===== src/hw/cpuPkg.sv =====
package cpuPkg;

  // ************************************************************************
  // Widths and sizes
  // ************************************************************************
  localparam int dataWidth = 16;
  localparam int regAddrWidth = 4;
  localparam int numRegs = 2 ** regAddrWidth;
  localparam int dmemDepth = 256;
  localparam int dmemAddrWidth = $clog2(dmemDepth);

  // JAL writes its return address here
  localparam logic [regAddrWidth-1:0] linkReg = 4'd15;

  // ************************************************************************
  // Encodings
  // ************************************************************************

  // Opcode in instr[15:12]
  typedef enum logic [3:0] {
    OpAdd = 4'h0,
    OpSub = 4'h1,
    OpAnd = 4'h2,
    OpNor = 4'h3,
    OpSll = 4'h4,
    OpSrl = 4'h5,
    OpSra = 4'h6,
    OpLw  = 4'h7,
    OpSw  = 4'h8,
    OpLlb = 4'h9,
    OpLhb = 4'hA,
    OpB   = 4'hB,
    OpJal = 4'hC,
    OpJr  = 4'hD,
    OpNop = 4'hE,
    OpHlt = 4'hF
  } opcodeT;

  // Branch condition in instr[11:9]
  typedef enum logic [2:0] {
    CondNe = 3'd0,
    CondEq = 3'd1,
    CondGt = 3'd2,
    CondLt = 3'd3,
    CondGe = 3'd4,
    CondLe = 3'd5,
    CondOv = 3'd6,
    CondAl = 3'd7
  } condT;

  typedef enum logic [3:0] {
    AluAdd,
    AluSub,
    AluAnd,
    AluNor,
    AluSll,
    AluSrl,
    AluSra,
    AluLhb,
    AluPass
  } aluOpT;

endpackage

===== src/hw/pipeIf.sv =====
// ID/EX pipeline register
interface idExIf
  import cpuPkg::*;
();

  logic                    valid;
  aluOpT                   aluOp;
  logic [dataWidth-1:0]    op1;
  logic [dataWidth-1:0]    op2;
  logic [dataWidth-1:0]    imm;
  logic [dataWidth-1:0]    pcNext;
  logic [regAddrWidth-1:0] dest;
  logic                    regWe;
  logic                    memRe;
  logic                    memWe;
  logic                    memToReg;
  logic                    branch;
  condT                    cond;
  logic                    jal;
  logic                    jr;
  logic                    halt;
  logic                    zrEn;
  logic                    neEn;
  logic                    ovEn;

  modport decodeMp (
    output valid, aluOp, op1, op2, imm, pcNext, dest, regWe, memRe, memWe, memToReg,
           branch, cond, jal, jr, halt, zrEn, neEn, ovEn
  );

  modport executeMp (
    input valid, aluOp, op1, op2, imm, pcNext, dest, regWe, memRe, memWe, memToReg,
          branch, cond, jal, jr, halt, zrEn, neEn, ovEn
  );

endinterface

// EX/MEM pipeline register
interface exMemIf
  import cpuPkg::*;
();

  logic                    valid;
  logic [dataWidth-1:0]    aluResult;
  logic [dataWidth-1:0]    storeData;
  logic [dataWidth-1:0]    target;
  // Flags as seen by this instruction
  logic                    zr;
  logic                    ne;
  logic                    ov;
  logic [regAddrWidth-1:0] dest;
  logic                    regWe;
  logic                    memRe;
  logic                    memWe;
  logic                    memToReg;
  logic                    branch;
  condT                    cond;
  logic                    jal;
  logic                    jr;
  logic                    halt;

  modport executeMp (
    output valid, aluResult, storeData, target, zr, ne, ov, dest, regWe, memRe, memWe,
           memToReg, branch, cond, jal, jr, halt
  );

  modport memoryMp (
    input valid, aluResult, storeData, target, zr, ne, ov, dest, regWe, memRe, memWe,
          memToReg, branch, cond, jal, jr, halt
  );

endinterface


===== src/hw/cpu.sv =====
module cpu
  import cpuPkg::*;
(
  input  logic                    clk,
  input  logic                    rstN,
  input  logic [dataWidth-1:0]    instr,
  output logic [dataWidth-1:0]    pc,
  output logic                    hlt,
  output logic                    regWe,
  output logic [regAddrWidth-1:0] regAddr,
  output logic [dataWidth-1:0]    regData
);

  logic [dataWidth-1:0] ifInstr;
  logic [dataWidth-1:0] ifPcNext;
  logic                 ifValid;
  logic                 hold;
  logic                 redirect;
  logic [dataWidth-1:0] redirectAddr;

  idExIf  idEx ();
  exMemIf exMem ();

  fetchStage fetch (
    .clk          (clk),
    .rstN         (rstN),
    .redirect     (redirect),
    .redirectAddr (redirectAddr),
    .hold         (hold),
    .instr        (instr),
    .pc           (pc),
    .ifInstr      (ifInstr),
    .ifPcNext     (ifPcNext),
    .ifValid      (ifValid)
  );

  // Writeback bus comes back from the memory stage
  decodeStage decode (
    .clk       (clk),
    .rstN      (rstN),
    .ifInstr   (ifInstr),
    .ifPcNext  (ifPcNext),
    .ifValid   (ifValid),
    .redirect  (redirect),
    .wbRegWe   (regWe),
    .wbRegAddr (regAddr),
    .wbRegData (regData),
    .hold      (hold),
    .idEx      (idEx.decodeMp)
  );

  executeStage execute (
    .clk      (clk),
    .rstN     (rstN),
    .redirect (redirect),
    .idEx     (idEx.executeMp),
    .exMem    (exMem.executeMp)
  );

  memoryStage memory (
    .clk          (clk),
    .rstN         (rstN),
    .exMem        (exMem.memoryMp),
    .redirect     (redirect),
    .redirectAddr (redirectAddr),
    .wbRegWe      (regWe),
    .wbRegAddr    (regAddr),
    .wbRegData    (regData),
    .hlt          (hlt)
  );

endmodule


===== src/hw/memoryStage.sv =====
module memoryStage
  import cpuPkg::*;
(
  input  logic                    clk,
  input  logic                    rstN,
  exMemIf.memoryMp                exMem,
  output logic                    redirect,
  output logic [dataWidth-1:0]    redirectAddr,
  output logic                    wbRegWe,
  output logic [regAddrWidth-1:0] wbRegAddr,
  output logic [dataWidth-1:0]    wbRegData,
  output logic                    hlt
);

  logic [dataWidth-1:0]     dmem [dmemDepth];
  logic [dmemAddrWidth-1:0] memAddr;
  logic [dataWidth-1:0]     loadData;
  logic                     condTrue;

  // ************************************************************************
  // Branch resolution
  // ************************************************************************
  always_comb
  begin
    case (exMem.cond)
      CondNe:  condTrue = !exMem.zr;
      CondEq:  condTrue = exMem.zr;
      CondGt:  condTrue = !exMem.zr && !exMem.ne;
      CondLt:  condTrue = exMem.ne;
      CondGe:  condTrue = !exMem.ne || exMem.zr;
      CondLe:  condTrue = exMem.ne || exMem.zr;
      CondOv:  condTrue = exMem.ov;
      default: condTrue = 1'b1;
    endcase
  end

  // Flushes every younger stage for one cycle
  assign redirect     = exMem.valid && ((exMem.branch && condTrue) || exMem.jal || exMem.jr);
  assign redirectAddr = exMem.target;

  // Data memory
  assign memAddr  = exMem.aluResult[dmemAddrWidth-1:0];
  assign loadData = exMem.memRe ? dmem[memAddr] : '0;

  always_ff @(posedge clk)
  begin
    if (exMem.valid && exMem.memWe)
      dmem[memAddr] <= exMem.storeData;
  end

  // ************************************************************************
  // Writeback register and halt
  // ************************************************************************
  always_ff @(posedge clk or negedge rstN)
  begin
    if (!rstN)
    begin
      wbRegWe <= 1'b0;
      hlt     <= 1'b0;
    end
    else
    begin
      wbRegWe <= exMem.valid && exMem.regWe;
      // Sticky until reset
      if (exMem.valid && exMem.halt)
        hlt <= 1'b1;
    end
  end

  always_ff @(posedge clk)
  begin
    wbRegAddr <= exMem.dest;
    wbRegData <= exMem.memToReg ? loadData : exMem.aluResult;
  end

endmodule


===== src/hw/executeStage.sv =====
module executeStage
  import cpuPkg::*;
(
  input  logic      clk,
  input  logic      rstN,
  input  logic      redirect,
  idExIf.executeMp  idEx,
  exMemIf.executeMp exMem
);

  logic [dataWidth-1:0] aluOut;
  logic [dataWidth-1:0] memAddr;
  logic [dataWidth-1:0] target;
  logic [3:0]           shamt;
  logic                 zrNext;
  logic                 neNext;
  logic                 ovNext;
  logic                 zrFlag;
  logic                 neFlag;
  logic                 ovFlag;
  logic                 flagWe;

  // ************************************************************************
  // ALU
  // ************************************************************************
  assign shamt = idEx.imm[3:0];

  always_comb
  begin
    ovNext = 1'b0;
    case (idEx.aluOp)
      AluAdd:
      begin
        aluOut = idEx.op1 + idEx.op2;
        ovNext = (idEx.op1[15] == idEx.op2[15]) && (aluOut[15] != idEx.op1[15]);
      end
      AluSub:
      begin
        aluOut = idEx.op1 - idEx.op2;
        ovNext = (idEx.op1[15] != idEx.op2[15]) && (aluOut[15] != idEx.op1[15]);
      end
      AluAnd:  aluOut = idEx.op1 & idEx.op2;
      AluNor:  aluOut = ~(idEx.op1 | idEx.op2);
      AluSll:  aluOut = idEx.op1 << shamt;
      AluSrl:  aluOut = idEx.op1 >> shamt;
      AluSra:  aluOut = $signed(idEx.op1) >>> shamt;
      // Keep the low byte of rd
      AluLhb:  aluOut = {idEx.imm[7:0], idEx.op2[7:0]};
      default: aluOut = idEx.op2;
    endcase
  end

  assign zrNext = (aluOut == '0);
  assign neNext = aluOut[15];

  // Word addresses, base plus signed offset
  assign memAddr = idEx.op1 + idEx.imm;
  assign target  = idEx.jr ? idEx.op1 : idEx.pcNext + idEx.imm;

  // ************************************************************************
  // Flag register
  // ************************************************************************

  // A younger instruction squashed by the redirect leaves the flags alone
  assign flagWe = idEx.valid && !redirect;

  always_ff @(posedge clk or negedge rstN)
  begin
    if (!rstN)
    begin
      zrFlag <= 1'b0;
      neFlag <= 1'b0;
      ovFlag <= 1'b0;
    end
    else if (flagWe)
    begin
      if (idEx.zrEn)
        zrFlag <= zrNext;
      if (idEx.neEn)
        neFlag <= neNext;
      if (idEx.ovEn)
        ovFlag <= ovNext;
    end
  end

  // EX/MEM register
  always_ff @(posedge clk or negedge rstN)
  begin
    if (!rstN)
      exMem.valid <= 1'b0;
    else
      exMem.valid <= idEx.valid && !redirect;
  end

  always_ff @(posedge clk)
  begin
    exMem.aluResult <= (idEx.memRe || idEx.memWe) ? memAddr : aluOut;
    exMem.storeData <= idEx.op2;
    exMem.target    <= target;
    exMem.zr        <= zrFlag;
    exMem.ne        <= neFlag;
    exMem.ov        <= ovFlag;
    exMem.dest      <= idEx.dest;
    exMem.regWe     <= idEx.regWe;
    exMem.memRe     <= idEx.memRe;
    exMem.memWe     <= idEx.memWe;
    exMem.memToReg  <= idEx.memToReg;
    exMem.branch    <= idEx.branch;
    exMem.cond      <= idEx.cond;
    exMem.jal       <= idEx.jal;
    exMem.jr        <= idEx.jr;
    exMem.halt      <= idEx.halt;
  end

endmodule


===== src/hw/decodeStage.sv =====
module decodeStage
  import cpuPkg::*;
(
  input  logic                    clk,
  input  logic                    rstN,
  input  logic [dataWidth-1:0]    ifInstr,
  input  logic [dataWidth-1:0]    ifPcNext,
  input  logic                    ifValid,
  input  logic                    redirect,
  input  logic                    wbRegWe,
  input  logic [regAddrWidth-1:0] wbRegAddr,
  input  logic [dataWidth-1:0]    wbRegData,
  output logic                    hold,
  idExIf.decodeMp                 idEx
);

  logic [dataWidth-1:0]    regs [numRegs];
  opcodeT                  opcode;
  logic [regAddrWidth-1:0] rdAddr;
  logic [regAddrWidth-1:0] rsAddr;
  logic [regAddrWidth-1:0] rtAddr;
  logic [regAddrWidth-1:0] readAddrB;
  logic [regAddrWidth-1:0] dest;
  logic [dataWidth-1:0]    readA;
  logic [dataWidth-1:0]    readB;
  logic [dataWidth-1:0]    op2;
  logic [dataWidth-1:0]    imm;
  aluOpT                   aluOp;
  logic                    rawWe;
  logic                    memRe;
  logic                    memWe;
  logic                    memToReg;
  logic                    branch;
  logic                    jal;
  logic                    jr;
  logic                    halt;
  logic                    zrEn;
  logic                    neEn;
  logic                    ovEn;
  logic                    useRdPort;
  logic                    haltIssued;

  // ************************************************************************
  // Register file
  // ************************************************************************

  // R0 reads zero; a write in the same cycle is passed through
  function automatic logic [dataWidth-1:0] readReg(input logic [regAddrWidth-1:0] addr);
    logic [dataWidth-1:0] value;
    if (addr == '0)
      value = '0;
    else if (wbRegWe && wbRegAddr == addr)
      value = wbRegData;
    else
      value = regs[addr];
    return value;
  endfunction

  always_ff @(posedge clk)
  begin
    if (wbRegWe && wbRegAddr != '0)
      regs[wbRegAddr] <= wbRegData;
  end

  assign opcode    = opcodeT'(ifInstr[15:12]);
  assign rdAddr    = ifInstr[11:8];
  assign rsAddr    = ifInstr[7:4];
  assign rtAddr    = ifInstr[3:0];
  // SW data and the LHB low byte come from rd
  assign readAddrB = useRdPort ? rdAddr : rtAddr;
  assign readA     = readReg(rsAddr);
  assign readB     = readReg(readAddrB);

  // ************************************************************************
  // Instruction decode
  // ************************************************************************
  always_comb
  begin
    aluOp     = AluAdd;
    imm       = {{(dataWidth-8){ifInstr[7]}}, ifInstr[7:0]};
    rawWe     = 1'b0;
    memRe     = 1'b0;
    memWe     = 1'b0;
    memToReg  = 1'b0;
    branch    = 1'b0;
    jal       = 1'b0;
    jr        = 1'b0;
    halt      = 1'b0;
    zrEn      = 1'b0;
    neEn      = 1'b0;
    ovEn      = 1'b0;
    useRdPort = 1'b0;
    case (opcode)
      OpAdd, OpSub:
      begin
        aluOp = (opcode == OpAdd) ? AluAdd : AluSub;
        rawWe = 1'b1;
        zrEn  = 1'b1;
        neEn  = 1'b1;
        ovEn  = 1'b1;
      end
      OpAnd, OpNor:
      begin
        aluOp = (opcode == OpAnd) ? AluAnd : AluNor;
        rawWe = 1'b1;
        zrEn  = 1'b1;
      end
      OpSll, OpSrl, OpSra:
      begin
        aluOp = (opcode == OpSll) ? AluSll : (opcode == OpSrl) ? AluSrl : AluSra;
        imm   = {{(dataWidth-4){1'b0}}, ifInstr[3:0]};
        rawWe = 1'b1;
        zrEn  = 1'b1;
      end
      OpLw:
      begin
        imm      = {{(dataWidth-4){ifInstr[3]}}, ifInstr[3:0]};
        rawWe    = 1'b1;
        memRe    = 1'b1;
        memToReg = 1'b1;
      end
      OpSw:
      begin
        imm       = {{(dataWidth-4){ifInstr[3]}}, ifInstr[3:0]};
        memWe     = 1'b1;
        useRdPort = 1'b1;
      end
      OpLlb:
      begin
        aluOp = AluPass;
        rawWe = 1'b1;
      end
      OpLhb:
      begin
        aluOp     = AluLhb;
        rawWe     = 1'b1;
        useRdPort = 1'b1;
      end
      OpB:
      begin
        imm    = {{(dataWidth-9){ifInstr[8]}}, ifInstr[8:0]};
        branch = 1'b1;
      end
      OpJal:
      begin
        aluOp = AluPass;
        imm   = {{(dataWidth-12){ifInstr[11]}}, ifInstr[11:0]};
        rawWe = 1'b1;
        jal   = 1'b1;
      end
      OpJr:  jr   = 1'b1;
      OpHlt: halt = 1'b1;
      default: ;
    endcase
  end

  assign dest = jal ? linkReg : rdAddr;
  // AluPass forwards op2, which carries the link address or the LLB constant
  assign op2  = jal ? ifPcNext : (opcode == OpLlb) ? imm : readB;
  assign hold = ifValid && halt;

  // ************************************************************************
  // ID/EX register
  // ************************************************************************

  // HLT enters ID/EX once, the rest of the hold issues bubbles
  always_ff @(posedge clk or negedge rstN)
  begin
    if (!rstN)
    begin
      idEx.valid <= 1'b0;
      haltIssued <= 1'b0;
    end
    else
    begin
      idEx.valid <= ifValid && !redirect && !haltIssued;
      if (redirect)
        haltIssued <= 1'b0;
      else if (hold)
        haltIssued <= 1'b1;
    end
  end

  always_ff @(posedge clk)
  begin
    idEx.aluOp    <= aluOp;
    idEx.op1      <= readA;
    idEx.op2      <= op2;
    idEx.imm      <= imm;
    idEx.pcNext   <= ifPcNext;
    idEx.dest     <= dest;
    idEx.regWe    <= rawWe && (dest != '0);
    idEx.memRe    <= memRe;
    idEx.memWe    <= memWe;
    idEx.memToReg <= memToReg;
    idEx.branch   <= branch;
    idEx.cond     <= condT'(ifInstr[11:9]);
    idEx.jal      <= jal;
    idEx.jr       <= jr;
    idEx.halt     <= halt;
    idEx.zrEn     <= zrEn;
    idEx.neEn     <= neEn;
    idEx.ovEn     <= ovEn;
  end

endmodule


===== src/hw/fetchStage.sv =====
module fetchStage
  import cpuPkg::*;
(
  input  logic                 clk,
  input  logic                 rstN,
  input  logic                 redirect,
  input  logic [dataWidth-1:0] redirectAddr,
  input  logic                 hold,
  input  logic [dataWidth-1:0] instr,
  output logic [dataWidth-1:0] pc,
  output logic [dataWidth-1:0] ifInstr,
  output logic [dataWidth-1:0] ifPcNext,
  output logic                 ifValid
);

  logic [dataWidth-1:0] pcPlusOne;

  assign pcPlusOne = pc + 1'b1;

  // Redirect wins over hold, so a squashed HLT releases fetch
  always_ff @(posedge clk or negedge rstN)
  begin
    if (!rstN)
    begin
      pc      <= '0;
      ifValid <= 1'b0;
    end
    else if (redirect)
    begin
      pc      <= redirectAddr;
      ifValid <= 1'b0;
    end
    else if (!hold)
    begin
      pc      <= pcPlusOne;
      ifValid <= 1'b1;
    end
  end

  // IF/ID payload
  always_ff @(posedge clk)
  begin
    if (!redirect && !hold)
    begin
      ifInstr  <= instr;
      ifPcNext <= pcPlusOne;
    end
  end

endmodule


===== config.mk =====
export PLATFORM = sky130hd
export DESIGN_NAME = cpu
export DESIGN_NICKNAME = d
export VERILOG_FILES = /design/src/hw/cpuPkg.sv /design/src/hw/pipeIf.sv /design/src/hw/cpu.sv /design/src/hw/memoryStage.sv /design/src/hw/executeStage.sv /design/src/hw/decodeStage.sv /design/src/hw/fetchStage.sv
export SDC_FILE = /design/constraint.sdc
export NUM_CORES = 2
export LEC_CHECK = 0
export ABC_AREA = 0
export CAP_MARGIN = 20
export CORE_UTILIZATION = 30
export CTS_CLUSTER_DIAMETER = 150
export CTS_CLUSTER_SIZE = 20
export DETAILED_ROUTE_END_ITERATION = 6
export DONT_BUFFER_PORTS = 1
export SKIP_LAST_GASP = 1
export SYNTH_ARGS = -nofsm -noshare
export SYNTH_HDL_FRONTEND = slang
export SYNTH_MEMORY_MAX_BITS = 65536
export SYNTH_SLANG_ARGS = --single-unit
export TNS_END_PERCENT = 30

===== constraint.sdc =====
create_clock -name clk -period 7.75 [get_ports clk]
set_input_delay 1.9375 -clock clk [delete_from_list [all_inputs] [get_ports clk]]
set_output_delay 1.9375 -clock clk [all_outputs]
set_load 0.05 [all_outputs]

==> results.py <==
metrics = {
    "global_route": {
        "grt_pass1_vias": 89992,
        "grt_pass1_wl_mm": 702,
        "grt_max_degree": 225,
        "antenna_found_initial": 37,
        "grt_overflow": 0,
        "track_usage_pct": 16.1,
    },
    "clock_tree": {
        "clk_pin_slew_ns": 0.09,
        "htree_levels": 5,
        "post-cts-setup-buffers": 0,
        "cts_sinks": 4574,
        "cts_max_path_buffers": 4,
        "clk_latency_ns": 0.99,
        "cts_tree": "yes",
        "ctsHoldBuffers": 0,
        "cts_resized": 0,
        "cts_buffers": 268,
        "ctsRootBufferMaster": "clkbuf_16",
    },
    "layout": {
        "final_common_cell": "edfxtp_1",
        "utilization_pct": 33.5,
        "most-common-layout-cells": "edfxtp_1 (4384), mux4_2 (1396), nand2_1 (424)",
        "nets": 8886,
        "drive_gt1_share_pct": 27.9,
        "syn2layout_area_growth_pct": 11.4,
    },
    "logic_synthesis": {
        "synthTopCellsByArea": "edfxtp_1 (73%), mux4_2 (17%), dfxtp_1 (1.8%), nand2_1 (0.90%), nor2_1 (0.82%)",
        "synth_top_area_share_pct": 72.6,
        "synth_ff_type": "edfxtp_1",
        "synth-edff-count": 4384,
        "synth_cells": 8554,
        "yosys_warnings": 0,
        "async_flop_share_pct": 0.547,
        "synth_cell_type_count": 87,
        "avgSynthCellArea_um2": 21.2,
        "syn-cell-area_um2": 181000,
        "seq_area_frac_synth_pct": 74.8,
        "synth_top_cell_by_area": "edfxtp_1",
        "synth-seq-cells": 4574,
    },
    "worst_setup_path": {
        "endpoint": "memory.wbRegData[15]",
        "end_kind": "flop",
        "crit_path_start_kind": "flop",
        "worstSetupStartpoint": "execute.exMem.aluResult[0]",
        "r2r_start": "execute.exMem.aluResult[0]",
        "worstPathArrival_ns": 5.95,
        "critical_path_class": "flop to flop",
        "ff2ff_setup_slack_ns": 2.60,
        "required_ns": 8.54,
        "r2r_end": "memory.wbRegData[15]",
        "path_max_fanout": 78,
        "ff2ff_path_depth": 10,
    },
    "timing": {
        "rsz0062_at_grt": "false",
        "drv_slew": 64,
        "setup_violations": 0,
        "finalSetupTns_ns": 0,
        "worst_pin_slew_ns": 1.59,
        "relSlewSlack_pct": -5.83,
        "fin_skew_ns": 0.0700,
        "finalCritPeriodShare_pct": 66.5,
        "fmax_mhz": 194,
        "finalHoldViolations": 0,
        "fin_crit_ns": 5.15,
    },
    "power_and_ir_drop": {
        "vdd_drop_max_mv": 0.360,
        "p_total_mw": 72.8,
        "p_per_area_nw_per_um2": 360,
        "leakagePower_nw": 60.9,
    },
    "drt": {
        "viasPerCell": 5.32,
        "first_pass_iters": 6,
        "ant_nets": 0,
        "vias": 90019,
        "drc": 0,
        "routed_wl_mm": 501,
        "drtIter0Drc": 12534,
        "drt-wirelength-per-cell_um": 29.6,
    },
    "placement": {
        "port_buffers": 0,
        "gp_congestion": 0.851,
        "dp_hpwl_mm": 298,
    },
    "die": {
        "rows": 285,
        "fp.dieW_um": 779,
        "die_area_um2": 608000,
        "fp.dieH_um": 779,
        "start_util_pct": 30.1,
        "io_pins": 56,
        "core-area_um2": 602000,
    },
    "flow_run": {
        "drv_cap": 0,
    },
    "min_path": {
        "hp-class": "flop to flop",
    },
    "outcome": {
        "status": "complete, but fails checks",
        "failed_checks": "max-slew violations",
    },
}
[worst min-delay path by stage]
stage                        startpoint                     to  slack, ns  depth (start not counted)
finish              decode.idEx.dest[0]  execute.exMem.dest[0]       0.33                          0
global route        decode.idEx.cond[1]  execute.exMem.cond[1]       0.34                          0
CTS                   decode.idEx.regWe    execute.exMem.regWe       0.33                          0
detailed placement  decode.idEx.dest[1]  execute.exMem.dest[1]       0.31                          0
global placement      decode.idEx.regWe    execute.exMem.regWe       0.31                          0
floorplan            decode.idEx.branch   execute.exMem.branch       0.31                          0
[power by group]
group | switching (mW) | total (mW) | leakage, nW | internal [mW]
Sequential | 2.38 | 33.8 | 41.2 | 31.4
Combinational | 15.1 | 24.5 | 16.1 | 9.44
Clock | 7.96 | 14.5 | 3.61 | 6.52
Total | 25.4 | 72.8 | 60.9 | 47.4
[kinds of logic (layout without fill, tap and decap cells)]
logic type | after synthesis | count (layout) | share of synthesized area (%)
AO/OA/AOI/OAI | 556 | 556 | 2.12
AND/OR/NAND/NOR | 1208 | 1208 | 2.92
flip-flops | 4574 | 4574 | 74.8
XOR/XNOR | 74 | 74 | 0.357
adder cells (fa/ha/maj) | 86 | 86 | 0.610
multiplexers | 1482 | 1482 | 17.8
buffers and inverters | 573 | 870 | 1.39
other | 1 | 30 | 0.00207
[cell usage after synthesis, types with 16 or more instances]
| cell type | n |
|---|---|
| o21ai_1 | 23 |
| a311oi_1 | 49 |
| ha_1 | 82 |
| a32oi_1 | 16 |
| nor2b_1 | 26 |
| dfxtp_1 | 165 |
| a22oi_1 | 31 |
| nor2_1 | 394 |
| buf_4 | 25 |
| and3_1 | 55 |
| buf_2 | 136 |
| xor2_1 | 38 |
| mux2_2 | 20 |
| nand3_1 | 134 |
| buf_1 | 60 |
| nand4_1 | 33 |
| a211oi_1 | 29 |
| a21o_1 | 26 |
| a31oi_1 | 30 |
| clkbuf_1 | 270 |
| nand2b_1 | 33 |
| nor3_1 | 41 |
| mux4_2 | 1396 |
| o21ai_0 | 71 |
| dfrtp_1 | 25 |
| mux2i_1 | 63 |
| nand2_1 | 436 |
| a21oi_1 | 123 |
| inv_1 | 67 |
| xnor2_1 | 36 |
| o21a_1 | 21 |
| edfxtp_1 | 4384 |
[layer usage]
metal / up-vias / routed length, um / GRT usage, %
li1: 35887 / - / -
met1: 48746 / 201000 / 22.5
met2: 4683 / 234000 / 25.5
met3: 695 / 48400 / 3.11
met4: 8 / 17000 / 4.75
met5: - / 54 / 0
[metrics by stage]
stage	hold WS, ns	cells	worst slack, ns	area (um^2)
2_1_floorplan	0.310	8569	3.52	181000
3_3_place_gp	0.314	16488	1.91	193000
3_5_place_dp	0.312	16538	2.62	194000
4_1_cts	0.331	16892	2.60	202000
5_1_grt	0.338	16904	2.41	202000
6_report	0.331	16916	2.60	202000
[state kept, by name (all words and copies together), names as in the netlist, 12 cells and up]
name	cells
fetch.pc	16
decode.idEx.pcNext	16
fetch.ifPcNext	16
memory.wbRegData	16
memory.dmem	4096
decode.regs	256
execute.exMem.storeData	16
execute.exMem.aluResult	16
fetch.ifInstr	16
decode.idEx.imm	12
decode.idEx.op2	16
decode.idEx.op1	16
execute.exMem.target	16
[worst max-delay path: stages (launching register included)]
cell	delay, ns
dfxtp_4	0.91
buf_12	0.60
buf_4	0.51
mux4_2	0.60
mux4_2	0.48
and3_1	0.25
a211oi_1	0.29
nand4_1	0.15
a211oi_1	0.59
buf_4	0.28
nor2_1	0.14
[cell type report]
type | instances | area [um^2]
multi-input cells | 3422 | 44100
clock buffers | 332 | 7070
flip-flops and latches | 4574 | 136000
fillers | 55566 | 400000
clock inverters | 22 | 389
well taps | 8036 | 10100
inverters | 68 | 255
repair buffers | 448 | 4400
diodes | 14 | 35.0
No activity file was read; power rests on OpenSTA's default activity.
